$ cat src/rtl/rf_settings.svh
`ifndef RF_SETTINGS_SVH
`define RF_SETTINGS_SVH

// ==============================
// Register file geometry
// ==============================
`define RF_DATA_WIDTH   32
`define RF_ADDR_WIDTH   6
`define RF_NUM_REGS     64
`define RF_TAG_WIDTH    2

// ==============================
// Bundle and buffering
// ==============================
// Instructions per dispatch bundle and commits per commit bundle
`define RF_ISSUE_WIDTH  3
`define RF_FIFO_DEPTH   4

`endif

$ cat src/rtl/rf_pkg.sv
`default_nettype none

`include "rf_settings.svh"

package rf_pkg;

    // ==============================
    // Scalar types
    // ==============================
    typedef logic [`RF_DATA_WIDTH-1:0] data_t;
    typedef logic [`RF_ADDR_WIDTH-1:0] reg_addr_t;
    typedef logic [`RF_TAG_WIDTH-1:0]  tag_t;

    // Tags 0..2 name the producing ALU and 3 marks ready data
    parameter tag_t TAG_VALID = 2'd3;

    // ==============================
    // Dispatch side
    // ==============================
    typedef struct packed {
        logic      alloc_en;
        reg_addr_t dest;
        tag_t      alu_tag;
        reg_addr_t src_a;
        reg_addr_t src_b;
    } dispatch_slot_t;

    // Index 0 is the oldest instruction
    typedef dispatch_slot_t [`RF_ISSUE_WIDTH-1:0] dispatch_bundle_t;

    // ==============================
    // Commit side
    // ==============================
    typedef struct packed {
        logic      en;
        reg_addr_t addr;
        data_t     data;
    } commit_slot_t;

    typedef commit_slot_t [`RF_ISSUE_WIDTH-1:0] commit_bundle_t;

    // ==============================
    // Operand output
    // ==============================
    typedef struct packed {
        data_t data;
        tag_t  tag;
    } operand_t;

    // Entry 2*i is slot i source a and entry 2*i+1 is slot i source b
    typedef operand_t [2*`RF_ISSUE_WIDTH-1:0] operand_bundle_t;

endpackage

`default_nettype wire

$ cat src/rtl/operand_stage.sv
`default_nettype none

module operand_stage (
    input  logic                    clk,
    input  logic                    reset,
    input  logic                    head_valid,
    output logic                    take,
    input  rf_pkg::operand_bundle_t operands_in,
    output logic                    out_valid,
    input  logic                    out_ready,
    output rf_pkg::operand_bundle_t operands_out
);

    // Load when empty or when the held bundle leaves this cycle
    assign take = head_valid && (!out_valid || out_ready);

    // Operand payload
    always_ff @(posedge clk) begin
        if (take) begin
            operands_out <= operands_in;
        end
    end

    // Output valid flag
    always_ff @(posedge clk or negedge reset) begin
        if (!reset) begin
            out_valid <= 1'b0;
        end else if (take) begin
            out_valid <= 1'b1;
        end else if (out_ready) begin
            out_valid <= 1'b0;
        end
    end

endmodule

`default_nettype wire

$ cat config.mk
export PLATFORM = sky130hd
export DESIGN_NAME = operand_stage
export DESIGN_NICKNAME = d
export VERILOG_FILES = /design/src/rtl/rf_pkg.sv /design/src/rtl/operand_stage.sv
export VERILOG_INCLUDE_DIRS = /design/src /design/src/rtl
export SDC_FILE = /design/constraint.sdc
export NUM_CORES = 1
export LEC_CHECK = 0
export ABC_AREA = 1
export BUFFER_PORTS_ARGS = -buffer_cell sky130_fd_sc_hd__buf_2
export CORE_AREA = 2 2 161 163
export CTS_BUF_LIST = sky130_fd_sc_hd__clkbuf_4 sky130_fd_sc_hd__clkbuf_8 sky130_fd_sc_hd__clkbuf_16
export DETAILED_ROUTE_END_ITERATION = 8
export DIE_AREA = 0 0 163 165
export GPL_TIMING_DRIVEN = 0
export PLACE_DENSITY_LB_ADDON = 0.25
export REMOVE_ABC_BUFFERS = 1
export SLEW_MARGIN = 20
export SYNTH_ARGS = -nofsm -noshare
export SYNTH_HDL_FRONTEND = slang
export SYNTH_SLANG_ARGS = --single-unit
$ cat constraint.sdc
create_clock -name clk -period 13.3 [get_ports clk]
set_input_delay 2.66 -clock clk [delete_from_list [all_inputs] [get_ports clk]]
set_output_delay 2.66 -clock clk [all_outputs]
set_load 0.02 [all_outputs]
# Word-level counts from Yosys, hierarchy flattened

Cells that the tools add are included.

Divide/modulo/power cells: 0
$add $sub $neg: 0
Magnitude comparators: 0
Eq/ne operators: 0
Mux-type cells: 2
Multipliers: 0
Shifts and indexed selects: 0
Bitwise operators: 0
Reductions and logical operators: 4

Operator list:

| kind                | number |
|---|---|
| $mux W1             | 2 |
| $reduce_bool A2 Y1  | 1 |
| $logic_and A1 B1 Y1 | 1 |
| $logic_not A1 Y1    | 1 |
| $logic_or A1 B1 Y1  | 1 |

Memory bits (writable): 0
Memory bits (read-only): 0
Word-level logic and storage cells: 19
Memories kept: 0
Input bits: 208
Bits in latches: 0
Bits in registers: 205
Output and inout bits: 206

# Logic depth before layout (Yosys ltp)

Gate-level depths: netlist of run 1.

Depth in word-level cells: 4
Gate-level depth with buffers: 3

# Worst setup path before layout of run 1

OpenSTA, ideal clock, no wires.

Path kind: input -> output
From: input out_ready
To: output take
Arrival: 8.643 ns
Stages: 2
Setup slack: 1.997 ns
Required time: 10.640 ns
Path buffers: 0
Cells stage by stage: inv_1 -> a21oi_2

Longest elaborated chain between the ends: 2

RTL lines:

| item                | RTL line            | text |
|---|---|---|
| start: declaration  | operand_stage.sv:10 | `input logic out_ready,` |
| $logic_or A1 B1 Y1  | operand_stage.sv:15 | `assign take = head_valid && (!out_valid \|\| out_ready);` |
| $logic_and A1 B1 Y1 | operand_stage.sv:15 |  |
| end: declaration    | operand_stage.sv:7  | `output logic take,` |

Every way passes these cells.

# Worst setup path after layout of run 1

Same ends and word-level chain as after synthesis.

==> metrics.cfg, run 1 <==
[sta]
setup_viol=0
min_period_ns=6.317
slew_headroom=0.6697
fin_ws_ns=6.983
clock_skew_ns=0.007672
period_share=0.4750
final_max_slew_viol_count=0
worstMarginPinSlew_ns=0.4944
grt_setup_unrepaired=no
hold_viol=0
fmax_mhz=158.3

[route]
drtIter0Drc=169
dr.pass1.iters=4
drc=0
vias_per_cell=3.823
num_vias=3838
finalWirelength_um=15810
ant_nets=0
wire_per_inst_um=15.75

[power_and_ir_drop]
max-vdd-ir-drop_uv=79.06
pwr_density_cell_nw_per_um2=154.7
p_leak_nw=4.062

[grt]
antenna_found_initial=2
grt_max_degree=29
grt-ovfl-total=0
grt_pass1_wl_um=21880
grt_pass1_vias=4132
grt.total_usage=0.1078

[critical_path]
critical_path.max_fanout=25
crit_type=in2out
cp_common_cell=buf_2
ff2ff_setup_slack_ns=11.47
cp_top_family=buffers and inverters
arrival_ns=3.66
crit_path_end_kind=primary output
required_ns=10.64
crit_chain=buf_2 -> inv_1 -> a21oi_4 -> buf_16 -> buf_2
path_depth=5
path_buf_inv=4
max_stage_delay_ns=0.42
cpMaxStageDelayCell=a21oi_4
r2r_cells=4
worst_setup_path_start_kind=primary input

[cts]
cts_buffers=23
cts_hold_buf=0
cts_sinks=205
clockRootBuffer=clkbuf_16
postCtsSetupBuffers=0
cts-resized-gates=0
cts_tree=yes
clk_pin_slew_ns=0.06
clkLatencyLatePin_ns=0.49
clockBufferDepth=3
htree_levels=1

[yosys]
synth_area_leaders=edfxtp_1 (99%), dfrtp_1 (0.41%), a21oi_2 (0.14%)
synth_warnings=0
synth_cell_types=5
synth_largest_area_cell=edfxtp_1
synth_top_area_share=0.9921
ys_seq_elements=205
ys_seq_area_frac=0.9961
avgSynthCellArea_sq_um=29.40
netlist_instances=210
syn_area_sq_um=6175

[die]
placementRows=58
die_area_sq_um=26900
ios=414
die_y_um=165
dieWidth_um=163
core-area_sq_um=25040
initial_utilization=0.2466

[status]
status=finished, final reports clean

[cells_and_area]
nets=865
drive_gt1_frac=0.6820
stdcell_area_sq_um=9624
fill_cells=2362
mostFrequentLayoutCells=buf_2 (413), edfxtp_1 (204), clkbuf_16 (23)
area_delta_synth_final_pct=55.87
final_core_util=0.3844
final_common_cell=buf_2

[min_path]
hold_class=reg2reg
holdPathStages=2

[place]
placed_cell_area_sq_um=8910
pre_cts_ws_ns=6.966
portBuffers=413
hpwl_um=12370
routabilityCongestion=0.7510

[run]
drv_cap=0

worst reg2reg max path: cells and delay by family, from the launching register on:
kind / cells / cell delay [ns]
DFF: 1 / 0.42
buffers and inverters: 3 / 0.64
AOI/OAI and AO/OA: 1 / 0.46
routing by layer:
layer | vias to the layer above | GRT usage | wire (um)
li1 | 1754 | - | -
met1 | 1800 | 0.1100 | 5375
met4 | 0 | 0.04264 | 416
met3 | 33 | 0.05123 | 1983
met2 | 251 | 0.1909 | 8037
met5 | - | 0 | 0
final timing paths:
check                                           start                         end
min in group asynchronous                       reset       out_valid$_DFFE_PN0P_
worst min register to register  out_valid$_DFFE_PN0P_       out_valid$_DFFE_PN0P_
worst max register to register  out_valid$_DFFE_PN0P_  operands_out[62]$_DFFE_PP_
worst max-delay path                        out_ready                        take
max in group asynchronous                       reset       out_valid$_DFFE_PN0P_
worst min-delay path            out_valid$_DFFE_PN0P_       out_valid$_DFFE_PN0P_
layout make-up:
type                       count  area, sq um  share of cell area
antenna                        1        2.502           0.0002600
sequential                   205         6151              0.6391
clock inverter                11        83.83            0.008710
inverter                       2        7.507           0.0007800
timing repair buffer         422         2315              0.2405
tap                          330        412.9             0.04290
multi-input combinational      3        23.77            0.002470
clock buffer                  30        628.1             0.06526
synthesized netlist by cell type:
cell type  number
a21oi_2         1
dfrtp_1         1
edfxtp_1      204
inv_1           2
nand2_1         2
kinds of logic (layout without fill, tap and decap cells):
group | after synthesis | in the layout | share of synthesized area
DFF | 205 | 205 | 0.9962
AOI/OAI and AO/OA | 1 | 1 | 0.001419
and+or+nand+nor | 2 | 2 | 0.001216
other | 0 | 1 | 0
buffers and inverters | 2 | 465 | 0.001216
sequential cells by signal (all words and copies together) (netlist names):
name,flops
operands_out,204
out_valid,1
through the flow:
step                      cells  TNS (ns)  power [mW]  hold slack (ns)
after detailed placement    962         0      0.9152           0.5526
after CTS                  1003         0       1.515           0.5673
final                      1004         0       1.488           0.5706
after floorplan             210         0      0.8415           0.6130
after global placement      953   -0.7822      0.9106           0.5224
after global routing       1004         0       1.552           0.6365
power by group:
group	total, mW	switching (mW)	leakage (nW)	internal [mW]
Sequential	0.762	0.00830	1.95	0.754
Combinational	0.136	0.0836	1.75	0.0528
Clock	0.590	0.238	0.354	0.352
Note: power is estimated with default switching activity, not from simulation.
==> run 2, diff against run 1 <==
--- a/config.mk
+++ b/config.mk
@@ -8,10 +8,10 @@
 export LEC_CHECK = 0
 export ABC_AREA = 1
 export BUFFER_PORTS_ARGS = -buffer_cell sky130_fd_sc_hd__buf_2
-export CORE_AREA = 2 2 161 163
+export CORE_AREA = 2 2 162 164
 export CTS_BUF_LIST = sky130_fd_sc_hd__clkbuf_4 sky130_fd_sc_hd__clkbuf_8 sky130_fd_sc_hd__clkbuf_16
 export DETAILED_ROUTE_END_ITERATION = 8
-export DIE_AREA = 0 0 163 165
+export DIE_AREA = 0 0 164 166
 export GPL_TIMING_DRIVEN = 0
 export PLACE_DENSITY_LB_ADDON = 0.25
 export REMOVE_ABC_BUFFERS = 1
==> constraint.sdc (replaced) <==
create_clock -name clk -period 5.5 [get_ports clk]
set_input_delay 1.1 -clock clk [delete_from_list [all_inputs] [get_ports clk]]
set_output_delay 1.1 -clock clk [all_outputs]
set_load 0.02 [all_outputs]
==> run 2 against run 1 <==
Sequential share of layout area barely moved. Design area is essentially flat. Cell count grew 0.50%. Combinational power increased by 150%. Total power grew 140%. Register-to-register slack got worse by 8.0 ns. Via count shrank 0.65%. Flip-flop and latch count did not move. Largest power group unchanged.
==> metrics.cfg, run 2 (synthesized netlist as in run 1, its figures left out) <==
[place]
pre_cts_ws_ns=1.842
portBuffers=413
routabilityCongestion=0.7207
hpwl_um=12710

[sta]
setup_viol=0
hold_viol=0
min_period_ns=3.628
fmax_mhz=275.6
worstMarginPinSlew_ns=0.5508
grt_setup_unrepaired=no
period_share=0.6597
fin_ws_ns=1.872
clock_skew_ns=0.02258
final_max_slew_viol_count=0
slew_headroom=0.6320

[cts]
clkLatencyLatePin_ns=0.51
cts-resized-gates=0
postCtsSetupBuffers=0
clockBufferDepth=3
clockRootBuffer=clkbuf_16
cts_buffers=23
clk_pin_slew_ns=0.06
htree_levels=1
cts_sinks=205
cts_hold_buf=0
cts_tree=yes

[die]
dieWidth_um=164
die_y_um=166
ios=414
initial_utilization=0.2410
die_area_sq_um=27220
core-area_sq_um=25620
placementRows=59

[grt]
grt_pass1_wl_um=23340
grt_use_met1=0.1199
grt_pass1_vias=3977
grt.total_usage=0.1144
grt_util_met3=0.04570
grt-ovfl-total=0
grt_max_degree=24
met2_usage=0.2050
antenna_found_initial=4
grt_busiest_layer=met2

[route]
dr.pass1.iters=4
finalWirelength_um=16400
drtIter0Drc=177
vias_per_cell=3.779
wire_per_inst_um=16.25
ant_nets=0
drc=0
num_vias=3813

[cells_and_area]
reg_top3=operands_out x204, out_valid x1
final_core_util=0.3756
nets=866
drive_gt1_frac=0.6811
area_delta_synth_final_pct=55.81
mostFrequentLayoutCells=buf_2 (413), edfxtp_1 (204), clkbuf_16 (23)
final_common_cell=buf_2
largest_reg_flops=204
largest_register=operands_out

[critical_path]
arrival_ns=2.53
required_ns=4.40
crit_start=out_ready
worst_setup_path_start_kind=primary input
crit_path_end_kind=primary output
critical_path.max_fanout=22
crit_type=in2out
r2r_start=out_valid$_DFFE_PN0P_

[power_and_ir_drop]
max-vdd-ir-drop_uv=224.8
power.total_mw=3.550
pwr_density_cell_nw_per_um2=369.0
p_leak_nw=4.056

[run]
drv_cap=0

[min_path]
hold_class=in2async

[status]
status=finished, final reports clean

==> run 2: power by group <==
part / internal (mW) / switching (mW) / total (mW)
Combinational: 0.130 / 0.204 / 0.334
Clock: 0.798 / 0.575 / 1.37
Sequential: 1.82 / 0.0194 / 1.84
==> run 2: final cells by class <==
cell class,count,area [sq um]
antenna,3,7.507
tap,335,419.2
clock inverter,8,41.29
inverter,2,7.507
clock buffer,30,628.1
sequential,205,6151
timing repair buffer,423,2342
multi-input combinational,3,23.77
fill,2490,16000
==> run 2: worst paths after layout <==
check / endpoint / slack, ns / cells after the start
setup / recovery: take / 1.87 / 7
hold / removal: out_valid$_DFFE_PN0P_ / 0.35 / 1
setup reg to reg: operands_out[59]$_DFFE_PP_ / 3.46 / 5
hold reg to reg: out_valid$_DFFE_PN0P_ / 0.56 / 2
max in group asynchronous: out_valid$_DFFE_PN0P_ / 5.06 / 1
min in group clk: out_valid$_DFFE_PN0P_ / 0.56 / 2
==> run 2: metal layers <==
| metal | wire length, um | up-vias |
|---|---|---|
| li1 | - | 1766 |
| met1 | 5561 | 1778 |
| met2 | 8474 | 232 |
| met3 | 1960 | 35 |
| met4 | 397 | 2 |
| met5 | 7 | - |
==> run 2: per-stage QoR <==
step                      hold slack [ns]  instance area, sq um  TNS, ns  instances
after floorplan                    0.6130                  6175  -457.25        210
after global placement             0.5048                  8661  -965.78        958
after detailed placement           0.5532                  8944        0        968
after CTS                          0.3208                  9613        0       1006
after global routing               0.3272                  9613        0       1006
final                              0.3523                  9620        0       1009
==> run 2: worst max-delay path, cell delays in order <==
cell	delay, ns
buf_2	0.08
inv_1	0.06
a21oi_4	0.47
buf_16	0.24
buf_16	0.19
buf_16	0.18
buf_2	0.19
==> run 3, diff against run 2 <==
--- a/config.mk
+++ b/config.mk
@@ -8,10 +8,10 @@
 export LEC_CHECK = 0
 export ABC_AREA = 1
 export BUFFER_PORTS_ARGS = -buffer_cell sky130_fd_sc_hd__buf_2
-export CORE_AREA = 2 2 162 164
+export CORE_AREA = 2 2 161 163
 export CTS_BUF_LIST = sky130_fd_sc_hd__clkbuf_4 sky130_fd_sc_hd__clkbuf_8 sky130_fd_sc_hd__clkbuf_16
 export DETAILED_ROUTE_END_ITERATION = 8
-export DIE_AREA = 0 0 164 166
+export DIE_AREA = 0 0 163 165
 export GPL_TIMING_DRIVEN = 0
 export PLACE_DENSITY_LB_ADDON = 0.25
 export REMOVE_ABC_BUFFERS = 1
==> constraint.sdc (replaced) <==
create_clock -name clk -period 3.73 [get_ports clk]
set_input_delay 0.746 -clock clk [delete_from_list [all_inputs] [get_ports clk]]
set_output_delay 0.746 -clock clk [all_outputs]
set_load 0.02 [all_outputs]
==> run 3 against run 2 <==
Hold slack better by 0.070 ns. Combinational power increased by 46%. Flip-flop and latch count unchanged. Total power grew 50%. Clock power is 53% higher. First-iteration DRC count increased by 2.8%. Core utilization up 0.92 points. Count of clock-buffer cells in the layout unchanged. Design area up 0.14%. Global-route usage fell by 0.65 points. Largest cell class unchanged.
==> metrics.cfg, run 3 (synthesized netlist as in run 1, its figures left out) <==
[status]
status=finished, final reports clean

[min_path]
hold_class=in2reg

[sta]
min_period_ns=2.558
setup_viol=0
period_share=0.6857
hold_viol=0
fin_ws_ns=1.172
slew_headroom=0.6697
clock_skew_ns=0.007484
final_max_slew_viol_count=0
grt_setup_unrepaired=no
worstMarginPinSlew_ns=0.4943
fmax_mhz=391.0

[die]
die_y_um=165
dieWidth_um=163
initial_utilization=0.2466
core-area_sq_um=25040
placementRows=58
die_area_sq_um=26900
ios=414

[critical_path]
arrival_ns=1.81
worst_setup_path_start_kind=flip-flop
crit_path_end_kind=primary output
required_ns=2.98
crit_type=reg2out
critical_path.max_fanout=25

[grt]
antenna_found_initial=2
grt_max_degree=29
grt_util_met3=0.05123
met2_usage=0.1913
grt-ovfl-total=0
grt_busiest_layer=met2
grt_pass1_vias=4144
grt_pass1_wl_um=21910
grt_use_met1=0.1100
grt.total_usage=0.1079

[cells_and_area]
mostFrequentLayoutCells=buf_2 (413), edfxtp_1 (204), clkbuf_16 (23)
stdcell_area_sq_um=9634
nets=866
area_delta_synth_final_pct=56.03
drive_gt1_frac=0.6810
largest_reg_flops=204
reg_top3=operands_out x204, out_valid x1
largest_register=operands_out
final_common_cell=buf_2

[power_and_ir_drop]
p_leak_nw=4.066
pwr_density_cell_nw_per_um2=551.1
max-vdd-ir-drop_uv=281.9

[route]
dr.pass1.iters=4
wire_per_inst_um=15.75
num_vias=3836
drc=0
drtIter0Drc=182
vias_per_cell=3.817
ant_nets=0
finalWirelength_um=15830

[place]
routabilityCongestion=0.7510
portBuffers=413
pre_cts_ws_ns=1.224
hpwl_um=12370
placed_cell_area_sq_um=8910

[cts]
clkLatencyLatePin_ns=0.49
clk_pin_slew_ns=0.06
htree_levels=1
clockBufferDepth=3
clockRootBuffer=clkbuf_16
cts_tree=yes
cts_sinks=205
cts_buffers=23

[run]
drv_cap=0

run 3: cell count changes in the layout (fill, tap and decap cells not counted):
| cell | before | now |
|---|---|---|
| dlygate4sd3_1 | 0 | 1 |
| clkinvlp_4 | 0 | 1 |
| diode_2 | 3 | 1 |
| clkinv_2 | 1 | 2 |
| bufinv_16 | 0 | 1 |
| buf_16 | 10 | 9 |
run 3: metal layers:
metal / vias to the layer above / share of wire
met5: - / 0
met4: 0 / 0.026
met3: 33 / 0.13
met2: 249 / 0.51
met1: 1798 / 0.34
li1: 1756 / -
run 3: area by class of cell:
type / instances / area, sq um
inverter: 2 / 7.507
antenna: 1 / 2.502
fill: 2361 / 15400
multi-input combinational: 3 / 23.77
clock inverter: 11 / 83.83
clock buffer: 30 / 628.1
timing repair buffer: 423 / 2325
tap: 330 / 412.9
sequential: 205 / 6151
run 3: worst max-delay path, stage by stage (launching register included):
cell	delay, ns
dfrtp_1	0.42
a21oi_4	0.45
buf_16	0.24
buf_2	0.19
run 3: worst paths after layout:
kind / from / to / slack, ns / cells after the start
worst min register to register: out_valid$_DFFE_PN0P_ / out_valid$_DFFE_PN0P_ / 0.58 / 2
worst max register to register: out_valid$_DFFE_PN0P_ / operands_out[62]$_DFFE_PP_ / 1.90 / 4
max in group asynchronous: reset / out_valid$_DFFE_PN0P_ / 3.09 / 2
worst max-delay path: out_valid$_DFFE_PN0P_ / take / 1.17 / 3
min in group asynchronous: reset / out_valid$_DFFE_PN0P_ / 0.56 / 2
worst min-delay path: operands_in[40] / operands_out[40]$_DFFE_PP_ / 0.42 / 1
run 3: through the flow:
| stage | util | TNS, ns | total power, mW | hold WS [ns] | instances |
|---|---|---|---|---|---|
| after CTS | 0.3847 | 0 | 5.404 | 0.3889 | 1004 |
| after global placement | 0.3457 | -1120.48 | 3.247 | 0.5216 | 953 |
| after global routing | 0.3848 | 0 | 5.533 | 0.3897 | 1005 |
| after floorplan | - | -747.18 | 3.001 | 0.4504 | 210 |
| after detailed placement | 0.3559 | 0 | 3.263 | 0.5219 | 962 |
| final | 0.3848 | 0 | 5.309 | 0.4221 | 1005 |
run 3: where the power goes:
part / total [mW] / switching, mW / internal, mW
sequential: 2.72 / 0.0296 / 2.69
clock: 2.10 / 0.848 / 1.26
combinational: 0.487 / 0.298 / 0.189
run 3: what timing repair did:
action | in CTS | in global routing
gates resized for setup | 0 | 0
hold buffers | 1 | 0
setup buffers | 0 | 0
endpoints found under the hold margin | 1 | 0
