**src/rtl/rf_settings.svh**
```systemverilog
`ifndef RF_SETTINGS_SVH
`define RF_SETTINGS_SVH

// ==============================
// Register file geometry
// ==============================
`define RF_DATA_WIDTH   32
`define RF_ADDR_WIDTH   6
`define RF_NUM_REGS     64
`define RF_TAG_WIDTH    2

// ==============================
// Bundle and buffering
// ==============================
// Instructions per dispatch bundle and commits per commit bundle
`define RF_ISSUE_WIDTH  3
`define RF_FIFO_DEPTH   4

`endif

```
**src/rtl/bundle_fifo.sv**
```systemverilog
`default_nettype none

`include "rf_settings.svh"

module bundle_fifo #(
    parameter type payload_t = logic
) (
    input  logic     clk,
    input  logic     reset,
    input  logic     in_valid,
    output logic     in_ready,
    input  payload_t in_data,
    output logic     head_valid,
    output payload_t head_data,
    input  logic     pop
);

    localparam int DEPTH   = `RF_FIFO_DEPTH;
    localparam int PTR_W   = (DEPTH > 1) ? $clog2(DEPTH) : 1;
    localparam int COUNT_W = $clog2(DEPTH + 1);

    payload_t           mem [DEPTH];
    logic [PTR_W-1:0]   wr_ptr;
    logic [PTR_W-1:0]   rd_ptr;
    logic [COUNT_W-1:0] count;
    logic               do_push;
    logic               do_pop;

    assign head_valid = (count != '0);
    assign head_data  = mem[rd_ptr];

    // A full FIFO still takes a new entry while the head leaves
    assign in_ready = (count != COUNT_W'(DEPTH)) || pop;
    assign do_push  = in_valid && in_ready;
    assign do_pop   = pop && head_valid;

    // Entry storage
    always_ff @(posedge clk) begin
        if (do_push) begin
            mem[wr_ptr] <= in_data;
        end
    end

    // Pointers and occupancy
    always_ff @(posedge clk or negedge reset) begin
        if (!reset) begin
            wr_ptr <= '0;
            rd_ptr <= '0;
            count  <= '0;
        end else begin
            if (do_push) begin
                wr_ptr <= (wr_ptr == PTR_W'(DEPTH - 1)) ? '0 : wr_ptr + 1'b1;
            end
            if (do_pop) begin
                rd_ptr <= (rd_ptr == PTR_W'(DEPTH - 1)) ? '0 : rd_ptr + 1'b1;
            end
            if (do_push && !do_pop) begin
                count <= count + 1'b1;
            end else if (do_pop && !do_push) begin
                count <= count - 1'b1;
            end
        end
    end

endmodule

`default_nettype wire

```
**config.mk**
```make
export PLATFORM = sky130hd
export DESIGN_NAME = bundle_fifo
export DESIGN_NICKNAME = d
export VERILOG_FILES = /design/src/rtl/bundle_fifo.sv
export VERILOG_INCLUDE_DIRS = /design/src /design/src/rtl
export SDC_FILE = /design/constraint.sdc
export NUM_CORES = 1
export LEC_CHECK = 0
export ABC_AREA = 1
export BUFFER_PORTS_ARGS = -buffer_cell sky130_fd_sc_hd__buf_2
export CAP_MARGIN = 20
export CORE_AREA = 2 2 39 41
export CTS_CLUSTER_SIZE = 30
export DETAILED_ROUTE_END_ITERATION = 10
export DIE_AREA = 0 0 41 43
export GPL_ROUTABILITY_DRIVEN = 0
export PLACE_DENSITY = 0.74
export SLEW_MARGIN = 20
export SYNTH_ARGS = -nofsm -noshare
export SYNTH_HDL_FRONTEND = slang
export SYNTH_SLANG_ARGS = --single-unit
```
**constraint.sdc**
```tcl
create_clock -name clk -period 1.95 [get_ports clk]
set_input_delay 0.195 -clock clk [delete_from_list [all_inputs] [get_ports clk]]
set_output_delay 0.195 -clock clk [all_outputs]
set_load 0.02 [all_outputs]
```
## After elaboration in Yosys (flattened, before gate mapping)

Memories as Yosys holds them, arrays and structs flattened.
Index checks and enable logic that the tools add are counted.

| storage, ports and cells | value |
|---|---|
| register bits | 7 |
| RAM bits | 4 |
| input port bits | 5 |
| output and inout bits | 3 |
| word-level logic and storage cells | 26 |
| memories kept | 1 |

| cells by class | value |
|---|---|
| $add $sub $neg | 4 |
| equality and inequality tests | 3 |
| multiplexer cells | 6 |
| reductions and logical operators | 9 |

Memories:

| memory | depth | width | read ports | clocked after memory_dff | wr ports | RTL line | text |
|---|---|---|---|---|---|---|---|
| mem | 4 | 1 | 1 | 0 | 1 | bundle_fifo.sv:22 | `payload_t mem [DEPTH];` |

Operators by type and width:

| cell | number |
|---|---|
| $mux W3 | 2 |
| $add A2 B1 Y2 const B | 2 |
| $eq A2 B2 Y1 const B | 2 |
| $logic_and A1 B1 Y1 | 4 |
| $mux W2 | 2 |
| $add A3 B1 Y3 const B | 1 |
| $ne A3 B3 Y1 const B | 1 |
| $reduce_bool A3 Y1 | 1 |
| $sub A3 B1 Y3 const B | 1 |
| $logic_not A1 Y1 | 2 |
| $mux W1 | 2 |
| $reduce_bool A2 Y1 | 1 |
| $logic_or A1 B1 Y1 | 1 |

## Logic depth before layout (Yosys ltp)

Gate-level depths: netlist (run 1).

| depth | value |
|---|---|
| depth in word-level cells | 7 |
| depth in mapped cells | 13 |
| gate-level depth less buffers | 13 |

## Least setup slack after synthesis (run 1)

Ideal clock, no wire load.

| timing | value |
|---|---|
| kind | register to register |
| start point | register count[0] |
| end point | register count[1] |
| library setup time | 0.117 ns |
| arrival | 1.639 ns |
| data required time | 1.833 ns |
| setup slack | 0.195 ns |
| stages on the path, launching flop included | 10 |
| buffers on the path | 0 |
| clock period less this slack | 1.755 ns |
| cells stage by stage | dfrtp_1 > nor2_2 > nand2_2 > nand2_4 > inv_1 > ha_1 > inv_1 > fa_1 > nand2_1 > nand2_1 |

| on the way | value |
|---|---|
| word-level cells in the longest chain between the ends | 6 |
| elaborated cells between the ends (all ways) | 14 |
| those cells by class | add/sub: 2; eq/ne: 1; mux: 2; reduce/logical: 9 |

Ends and longest elaborated chain:

| what | RTL line | text |
|---|---|---|
| from (decl) | bundle_fifo.sv:25 | `logic [COUNT_W-1:0] count;` |
| from (signal assigned) | bundle_fifo.sv:58 | `count <= count + 1'b1;` |
| from (signal assigned) | bundle_fifo.sv:60 | `count <= count - 1'b1;` |
| $ne A3 B3 Y1 (*) | bundle_fifo.sv:33 | `assign in_ready = (count != COUNT_W'(DEPTH)) \|\| pop;` |
| $logic_or A1 B1 Y1 (*) | bundle_fifo.sv:33 |  |
| named net in_ready | bundle_fifo.sv:11 | `output logic in_ready,` |
| $logic_and A1 B1 Y1 (*) | bundle_fifo.sv:34 | `assign do_push = in_valid && in_ready;` |
| named net do_push | bundle_fifo.sv:26 | `logic do_push;` |
| $logic_not A1 Y1 | bundle_fifo.sv:59 | `end else if (do_pop && !do_push) begin` |
| $logic_and A1 B1 Y1 | bundle_fifo.sv:59 |  |
| $reduce_bool A2 Y1 (no source line) | n/a |  |

The timed path passes the listed nets; every way through them passes the cells marked *. The select of a mux whose other input is x is not followed.
A chain may end at the register's enable or synchronous reset.

## Worst setup path after layout (run 1)

| timing | value |
|---|---|
| start point | register count[1] |
| end point | register count[1] |

| on the way | value |
|---|---|
| word-level cells in the longest chain between the ends | 6 |
| elaborated cells between the ends (all ways) | 14 |
| those cells by class | add/sub: 2; eq/ne: 1; mux: 2; reduce/logical: 9 |

Ends and longest elaborated chain:

| what | RTL line |
|---|---|
| $ne A3 B3 Y1 (*) | bundle_fifo.sv:33 |
| $logic_or A1 B1 Y1 (*) | bundle_fifo.sv:33 |
| $logic_and A1 B1 Y1 (*) | bundle_fifo.sv:34 |
| named net do_push | bundle_fifo.sv:26 |
| $logic_not A1 Y1 | bundle_fifo.sv:59 |
| $logic_and A1 B1 Y1 | bundle_fifo.sv:59 |
| $reduce_bool A2 Y1 (no source line) | n/a |

Marked as above.

==> flow_metrics.tcl, run 1 <==
set metrics [dict create \
    status "completed" \
    ant_nets 0 \
    hp-class "in2reg" \
    die_h_um 43 \
    fin_util_pct 53.1 \
    slew_violations 0 \
    yosys_warnings 0 \
    viasPerCell 4.73 \
    power_density_nw_per_um2 1500 \
    wire_per_inst_um 10.8 \
    min_period_ps 1780 \
    drt_pass1_iterations 4 \
    cts_tree "built" \
    layout_common_cells "nand2_1, inv_1, dfrtp_1, buf_2" \
    synthesis.nets 82 \
    p_sw_w 0.000467 \
    seqPwrFrac_pct 38.2 \
    clockPowerShare_pct 14.2 \
    clk_pin_slew_ps 80 \
    p_int_w 0.000632 \
    clock_sinks 11 \
    power_w 0.00110 \
    cp_max_fo 7 \
    max_freq_ghz 0.563 \
    coreArea_um2 1380 \
    fin_setup_tns_ps 0 \
    detailed_place_hpwl_um 871 \
    antenna_found_initial 0 \
    clk_latency_ps 270 \
    ir_worst_vdd_v 0.000686 \
    yosysUniqueCellTypes 16 \
    io_buffers 7 \
    start_util_pct 45.0 \
    fin_area_um2 734 \
    required_ps 2120 \
    fill_cells 133 \
    arrival_ps 1950 \
    route.detailed.drc 0 \
    drtIter0Drc 6 \
    drive_gt1_share_pct 23.8 \
    final_common_cell "nand2_1" \
    cts-root-buf "clkbuf_4" \
    rows 14 \
    h-tree-depth 1 \
    r2r_setup_slack_ps 170 \
    swShare_pct 42.5 \
    p_leak_nw 0.378 \
    finalSetupViolations 0 \
    ios 8 \
    skew_ps 8.68 \
    cts-buffers-inserted 3 \
    worst_slew_pin_slew_ps 205 \
    netlist_area_um2 623 \
    layout-area-overhead-vs-synth_pct 17.9 \
    cts_max_path_buffers 2 \
    final_hold_viol_count 0 \
    critical_path_class "reg2reg" \
    layout.nets 97 \
    rsz0062_at_grt "false" \
    grt_pass1_wl_um 1910 \
    finalCritPeriodShare_pct 91.2 \
    avgSynthCellArea_um2 8.90 \
    synth_seq_area_share_pct 47.4 \
    timing.hold.ws_ps 148 \
    max_slew_margin_pct 86.3 \
    start_kind "flip-flop" \
    power_frac_comb_pct 47.6 \
    synthCells 70 \
    crit_path_end_kind "flip-flop" \
    dieArea_um2 1760 \
    grt_pass1_vias 503 \
    gr-usage-all-layers_pct 16.5 \
    die_width_um 41 \
    grt_max_degree 8 \
    totalWireLength_um 1080 \
    diodes 0 \
    placed_area_um2 678 \
    globalRouteOverflowTotal 0 \
    ys_seq_elements 11 \
    num_vias 473 \
    cap_violations 0 \
]
[repair_timing]
| item | CTS | global route |
|---|---|---|
| setup buffers | 0 | 2 |
| endpoints found under the hold margin | 7 | 0 |
| setup endpoints to repair | 0 | 1 |
| resized for setup | 0 | 3 |
| hold buffers | 1 | 0 |
[registers in the layout, indices dropped and copies added (netlist names)]
name,count
count,3
mem,4
rd_ptr,2
wr_ptr,2
[routing by layer]
layer,GRT usage (%),wire [µm],vias up
met5,0,0,-
met4,10.0,19,0
met3,4.71,40,2
met2,26.6,548,10
met1,17.9,471,216
li1,-,-,245
[synthesized netlist by cell type]
| library cell | instances | area (µm²) |
|---|---|---|
| nand2_1 | 18 | 67.6 |
| inv_1 | 13 | 48.8 |
| dfrtp_1 | 7 | 175 |
| ha_1 | 6 | 75.1 |
| nor2_1 | 6 | 22.5 |
| nand3_1 | 5 | 25.0 |
| edfxtp_1 | 4 | 120 |
| nand2_2 | 2 | 12.5 |
| nor2_2 | 2 | 12.5 |
| a21oi_1 | 1 | 5.00 |
| fa_1 | 1 | 20.0 |
| nand2_4 | 1 | 11.3 |
| nand4_1 | 1 | 6.26 |
| o211ai_1 | 1 | 7.51 |
| o21ai_0 | 1 | 5.00 |
| xnor2_1 | 1 | 8.76 |
[worst max-delay path, stage by stage, from the launching register on]
cell and delay (ps):
dfrtp_1 410, nor2_2 170, nand2_2 110, nand2_4 100, inv_1 50, ha_1 200, inv_1 90, fa_2 430
nand2_1 70, nand2_1 40
[cell families (layout without fill, tap and decap cells)]
family | Yosys count | count (layout) | synth area share [%]
simple gates | 35 | 35 | 25.3
flops | 11 | 11 | 47.4
compound gates | 3 | 3 | 2.81
xor+xnor | 1 | 1 | 1.41
fa+ha+maj | 7 | 7 | 15.3
buf+inv | 13 | 27 | 7.83
[area by class of cell]
| type | instances | area [µm²] | area share, % |
|---|---|---|---|
| Sequential cell | 11 | 295 | 40.2 |
| Multi-Input combinational cell | 46 | 284 | 38.7 |
| Timing Repair Buffer | 10 | 60.1 | 8.18 |
| Inverter | 13 | 48.8 | 6.64 |
| Clock buffer | 4 | 26.3 | 3.58 |
| Tap cell | 16 | 20.0 | 2.73 |
[path summary, 6_finish.rpt]
| check | startpoint | endpoint | cells past startpoint |
|---|---|---|---|
| max | count[1] | count[1] | 9 |
| min | in_data | mem[0] | 1 |
| max reg2reg | count[1] | count[1] | 9 |
| min reg2reg | count[0] | count[0] | 1 |
| max in group asynchronous | reset | wr_ptr[0] | 2 |
| min in group asynchronous | reset | rd_ptr[0] | 2 |
[through the flow]
step,setup slack (ps),std cells
2_1_floorplan,195,70
3_3_place_gp,172,93
3_5_place_dp,102,93
4_1_cts,76.6,98
5_1_grt,37.9,100
6_report,172,100
[power groups by stage]
| stage | Sequential (W) | Clock [W] | Combinational [W] |
|---|---|---|---|
| after CTS | 0.000426 | 0.000159 | 0.000488 |
| after global routing | 0.000433 | 0.000174 | 0.000619 |
| final | 0.000420 | 0.000156 | 0.000524 |
| after global placement | 0.000423 | 0 | 0.000456 |
| after detailed placement | 0.000429 | 0 | 0.000485 |
| after floorplan | 0.000409 | 0 | 0.000371 |
Power figures use the tool's default switching activity.
==> run 2: changes to the inputs <==
==> constraint.sdc (replaced) <==
create_clock -name clk -period 2.21 [get_ports clk]
set_input_delay 0.221 -clock clk [delete_from_list [all_inputs] [get_ports clk]]
set_output_delay 0.221 -clock clk [all_outputs]
set_load 0.02 [all_outputs]
==> flow_metrics.tcl, run 2 (synthesis gave the netlist of run 1 again) <==
set metrics [dict create \
    status "completed" \
    rows 14 \
    crit_path_end_kind "flip-flop" \
    finalNonFillerCells 98 \
    ir_worst_vdd_v 0.000685 \
    dp.cells 93 \
    post_cts_buffers 0 \
    layout_common_cells "nand2_1, inv_1, dfrtp_1, buf_2" \
    gr-usage-all-layers_pct 14.5 \
    io_buffers 7 \
    max_freq_ghz 0.541 \
    critical_path_class "reg2reg" \
    regMostFlops "mem" \
    clk_pin_slew_ps 70 \
    max_slew_margin_pct 86.0 \
    final_hold_viol_count 0 \
    grt_pass1_wl_um 1630 \
    viasPerCell 4.73 \
    die_width_um 41 \
    hp-class "in2reg" \
    grt_max_degree 8 \
    detailed_place_hpwl_um 778 \
    cap_violations 0 \
    ant_nets 0 \
    finalSetupViolations 0 \
    min_period_ps 1850 \
    layout-area-overhead-vs-synth_pct 14.7 \
    fin_setup_tns_ps 0 \
    finalCritPeriodShare_pct 83.6 \
    antenna_found_initial 0 \
    drive_gt1_share_pct 18.3 \
    fill_cells 131 \
    clock_sinks 11 \
    drtIter0Drc 5 \
    rsz0062_at_grt "false" \
    dieArea_um2 1760 \
    route.detailed.drc 0 \
    die_h_um 43 \
    wire_per_inst_um 9.66 \
    crit-reg2reg-capture "count[2]" \
    arrival_ps 2000 \
    num_vias 464 \
    cts-root-buf "clkbuf_4" \
    cts_max_path_buffers 2 \
    r2r_setup_slack_ps 360 \
    p_leak_nw 0.370 \
    power_density_nw_per_um2 1290 \
    setup.worst_path.end "count[2]" \
    drt_pass1_iterations 4 \
    fin_util_pct 51.6 \
    grt_pass1_vias 428 \
    required_ps 2360 \
    skew_ps 3.69 \
    totalWireLength_um 947 \
    layout.nets 95 \
    cts_tree "built" \
    timing.hold.ws_ps 174 \
    cts-buffers-inserted 3 \
    start_kind "flip-flop" \
    h-tree-depth 1 \
    reg_top3 "mem x4, count x3" \
    ios 8 \
    globalRouteOverflowTotal 0 \
    diodes 0 \
    coreArea_um2 1380 \
    final_common_cell "nand2_1" \
    slew_violations 0 \
    clk_latency_ps 260 \
    start_util_pct 45.0 \
    largest_register_ffs 4 \
    r2r_cells 10 \
    worstSetupStartpoint "count[0]" \
    hold_path.startpoint "in_data" \
    reg2reg_from "count[0]" \
    cp_max_fo 4 \
    worst_slew_pin_slew_ps 210 \
]
[run 2: changes by cell type in the layout (fill, tap and decap cells not counted), sizes merged]
cell | before | now
buf | 9 | 7
[run 2: power breakdown]
part / internal (W) / total, W / switching [W]
sequential: 0.000294 / 0.000372 / 0.0000779
combinational: 0.000168 / 0.000418 / 0.000250
clock: 0.0000697 / 0.000133 / 0.0000631
total: 0.000532 / 0.000922 / 0.000391
[run 2: layout make-up]
class / count / area (µm²) / area share [%]
multi-input cells: 46 / 279 / 39.1
flip-flops and latches: 11 / 295 / 41.3
inverters: 13 / 48.8 / 6.83
well taps: 16 / 20.0 / 2.80
repair buffers: 8 / 45.0 / 6.30
clock buffers: 4 / 26.3 / 3.68
[run 2: worst min path at each step]
stage                     cells after the start   endpoint  slack, ps
after floorplan                               0   count[0]        -70
after global placement                        1  rd_ptr[0]         60
after detailed placement                      1  rd_ptr[0]         60
after CTS                                     1     mem[0]        170
after global routing                          1     mem[0]        160
final                                         1     mem[0]        170
[run 2: through the flow]
step	instance area (µm²)	power [W]	setup slack, ps
finish	714	0.000922	362
detailed placement	678	0.000796	406
floorplan	623	0.000688	455
CTS	714	0.000934	357
global placement	678	0.000777	442
global route	714	0.00104	207
[run 2: routing by layer]
metal / track usage, % / wire length (µm) / up-vias / part of all wire [%]
met3: 3.14 / 37 / 2 / 3.9
met2: 22.2 / 477 / 10 / 50
met1: 16.2 / 417 / 212 / 44
li1: - / - / 240 / -
met5: 0 / 0 / - / 0
met4: 12.0 / 14 / 0 / 1.5
[run 2: worst max-delay path, stage by stage (launching register included)]
cell and delay [ps]:
dfrtp_1 430, nor2_2 190, nand2_2 100, nand2_1 120
ha_1 180, inv_1 70, fa_1 390, nand2_1 100
nand3_1 70, nand2_1 60, nand2_1 50
[run 2: what timing repair did]
action / 4_1_cts / 5_1_grt
hold buffers: 1 / 0
hold endpoints to repair: 7 / 0
resized for setup: 0 / 0
==> run 3: changes to the inputs <==
==> constraint.sdc (replaced) <==
create_clock -name clk -period 1.8 [get_ports clk]
set_input_delay 0.18 -clock clk [delete_from_list [all_inputs] [get_ports clk]]
set_output_delay 0.18 -clock clk [all_outputs]
set_load 0.02 [all_outputs]
==> flow_metrics.tcl, run 3 (synthesis gave the netlist of run 1 again) <==
set metrics [dict create \
    drive_gt1_share_pct 25.6 \
    antenna_found_initial 0 \
    finalSetupViolations 0 \
    swShare_pct 41.4 \
    largest_register_ffs 4 \
    drtIter0Drc 7 \
    totalWireLength_um 966 \
    p_leak_nw 0.387 \
    worst_slew_pin_slew_ps 208 \
    reg2reg_from "count[1]" \
    slew_violations 0 \
    cts_max_path_buffers 2 \
    coreArea_um2 1380 \
    cp_top_family "adder cells" \
    layout_common_cells "nand2_1, inv_1, dfrtp_1, buf_2" \
    p_sw_w 0.000490 \
    finalNonFillerCells 102 \
    cap_violations 0 \
    cts-buffers-inserted 3 \
    dp.cells 95 \
    worstSetupStartpoint "count[1]" \
    power_w 0.00118 \
    die_h_um 43 \
    crit_path_end_kind "flip-flop" \
    layout-area-overhead-vs-synth_pct 20.3 \
    io_buffers 7 \
    cp_max_fo 3 \
    p_int_w 0.000694 \
    hold_path.startpoint "in_data" \
    ir_worst_vdd_v 0.000742 \
    wire_per_inst_um 9.47 \
    ios 8 \
    num_vias 468 \
    viasPerCell 4.59 \
    clockPowerShare_pct 13.3 \
    die_width_um 41 \
    grt_pass1_vias 438 \
    cts_tree "built" \
    clk_latency_ps 260 \
    grt_max_degree 8 \
    clk_pin_slew_ps 70 \
    crit_buf_inv 2 \
    ant_nets 0 \
    slowest_delay_ps 430 \
    start_kind "flip-flop" \
    slowest_stage "fa_2" \
    status "completed" \
    arrival_ps 1860 \
    route.detailed.drc 0 \
    clock_sinks 11 \
    globalRouteOverflowTotal 0 \
    final_common_cell "nand2_1" \
    finalCritPeriodShare_pct 94.8 \
    power_density_nw_per_um2 1580 \
    diodes 0 \
    start_util_pct 45.0 \
    regMostFlops "mem" \
    gr-usage-all-layers_pct 13.4 \
    final_hold_viol_count 0 \
    reg_top3 "mem x4, count x3" \
    rows 14 \
    min_period_ps 1710 \
    required_ps 1950 \
    seqPwrFrac_pct 38.1 \
    hp-class "in2reg" \
    crit_chain "nor2_2, nand2_2, nand2_4, inv_1, ha_1, inv_1, fa_2, nand2_1, nand2_1" \
    drt_pass1_iterations 3 \
    critical_path_class "reg2reg" \
    h-tree-depth 1 \
    power_frac_comb_pct 48.6 \
    max_freq_ghz 0.586 \
    max_slew_margin_pct 86.2 \
    skew_ps 3.41 \
    cts-root-buf "clkbuf_4" \
    grt_pass1_wl_um 1590 \
    dieArea_um2 1760 \
    register_area_um2 295 \
    multiInputGateArea_um2 284 \
    detailed_place_hpwl_um 752 \
    fill_cells 132 \
    layout.nets 99 \
]
-- run 3: routing by layer --
metal	routed length (µm)	GRT usage, %
met4	12	6.00
met2	484	20.9
met3	44	4.71
met1	425	15.6
met5	0	0
-- run 3: final timing paths --
path                       depth (start not counted)  slack, ps   endpoint
max                                                9         90   count[1]
min                                                1        140     mem[3]
min reg2reg                                        2        510   count[2]
max in group asynchronous                          2       1370  rd_ptr[1]
min in group asynchronous                          2        280   count[2]
max reg2reg                                        9         90   count[1]
-- run 3: cell type report --
class	instances	area share, %
Clock buffer	4	3.51
Tap cell	16	2.67
Multi-Input combinational cell	46	37.9
Inverter	13	6.51
Timing Repair Buffer	12	10.0
Sequential cell	11	39.4
-- run 3: worst register-to-register path, stage by stage (launching register included) --
cell and delay, ps:
dfrtp_1 390, nor2_2 170, nand2_2 100, nand2_4 70, inv_1 40, ha_1 200
inv_1 90, fa_2 430, nand2_1 70, nand2_1 50
-- run 3: timing repair --
item	in CTS	in global routing
buffers inserted	0	2
gates resized for setup	0	3
hold endpoints to repair	7	0
setup endpoints to repair	0	2
hold buffers	1	0
-- run 3: through the flow --
step | hold WS, ps | utilization [%] | setup TNS [ps] | worst slack (ps) | instance area (µm²)
after floorplan | -116 | - | 0 | 44.8 | 623
after CTS | 134 | 52.7 | 0 | 18.3 | 729
after global routing | 128 | 54.2 | -21.1 | -13.5 | 749
after detailed placement | 19.6 | 50.1 | 0 | 44.8 | 693
after global placement | 18.5 | 50.1 | 0 | 59.3 | 693
final | 139 | 54.2 | 0 | 93.6 | 749
-- run 3: power groups by stage --
stage	Clock, W	Sequential [W]	Combinational [W]
2_1_floorplan	0	0.000443	0.000402
3_3_place_gp	0	0.000448	0.000520
3_5_place_dp	0	0.000457	0.000537
4_1_cts	0.000163	0.000452	0.000543
5_1_grt	0.000177	0.000465	0.000676
6_report	0.000158	0.000451	0.000575
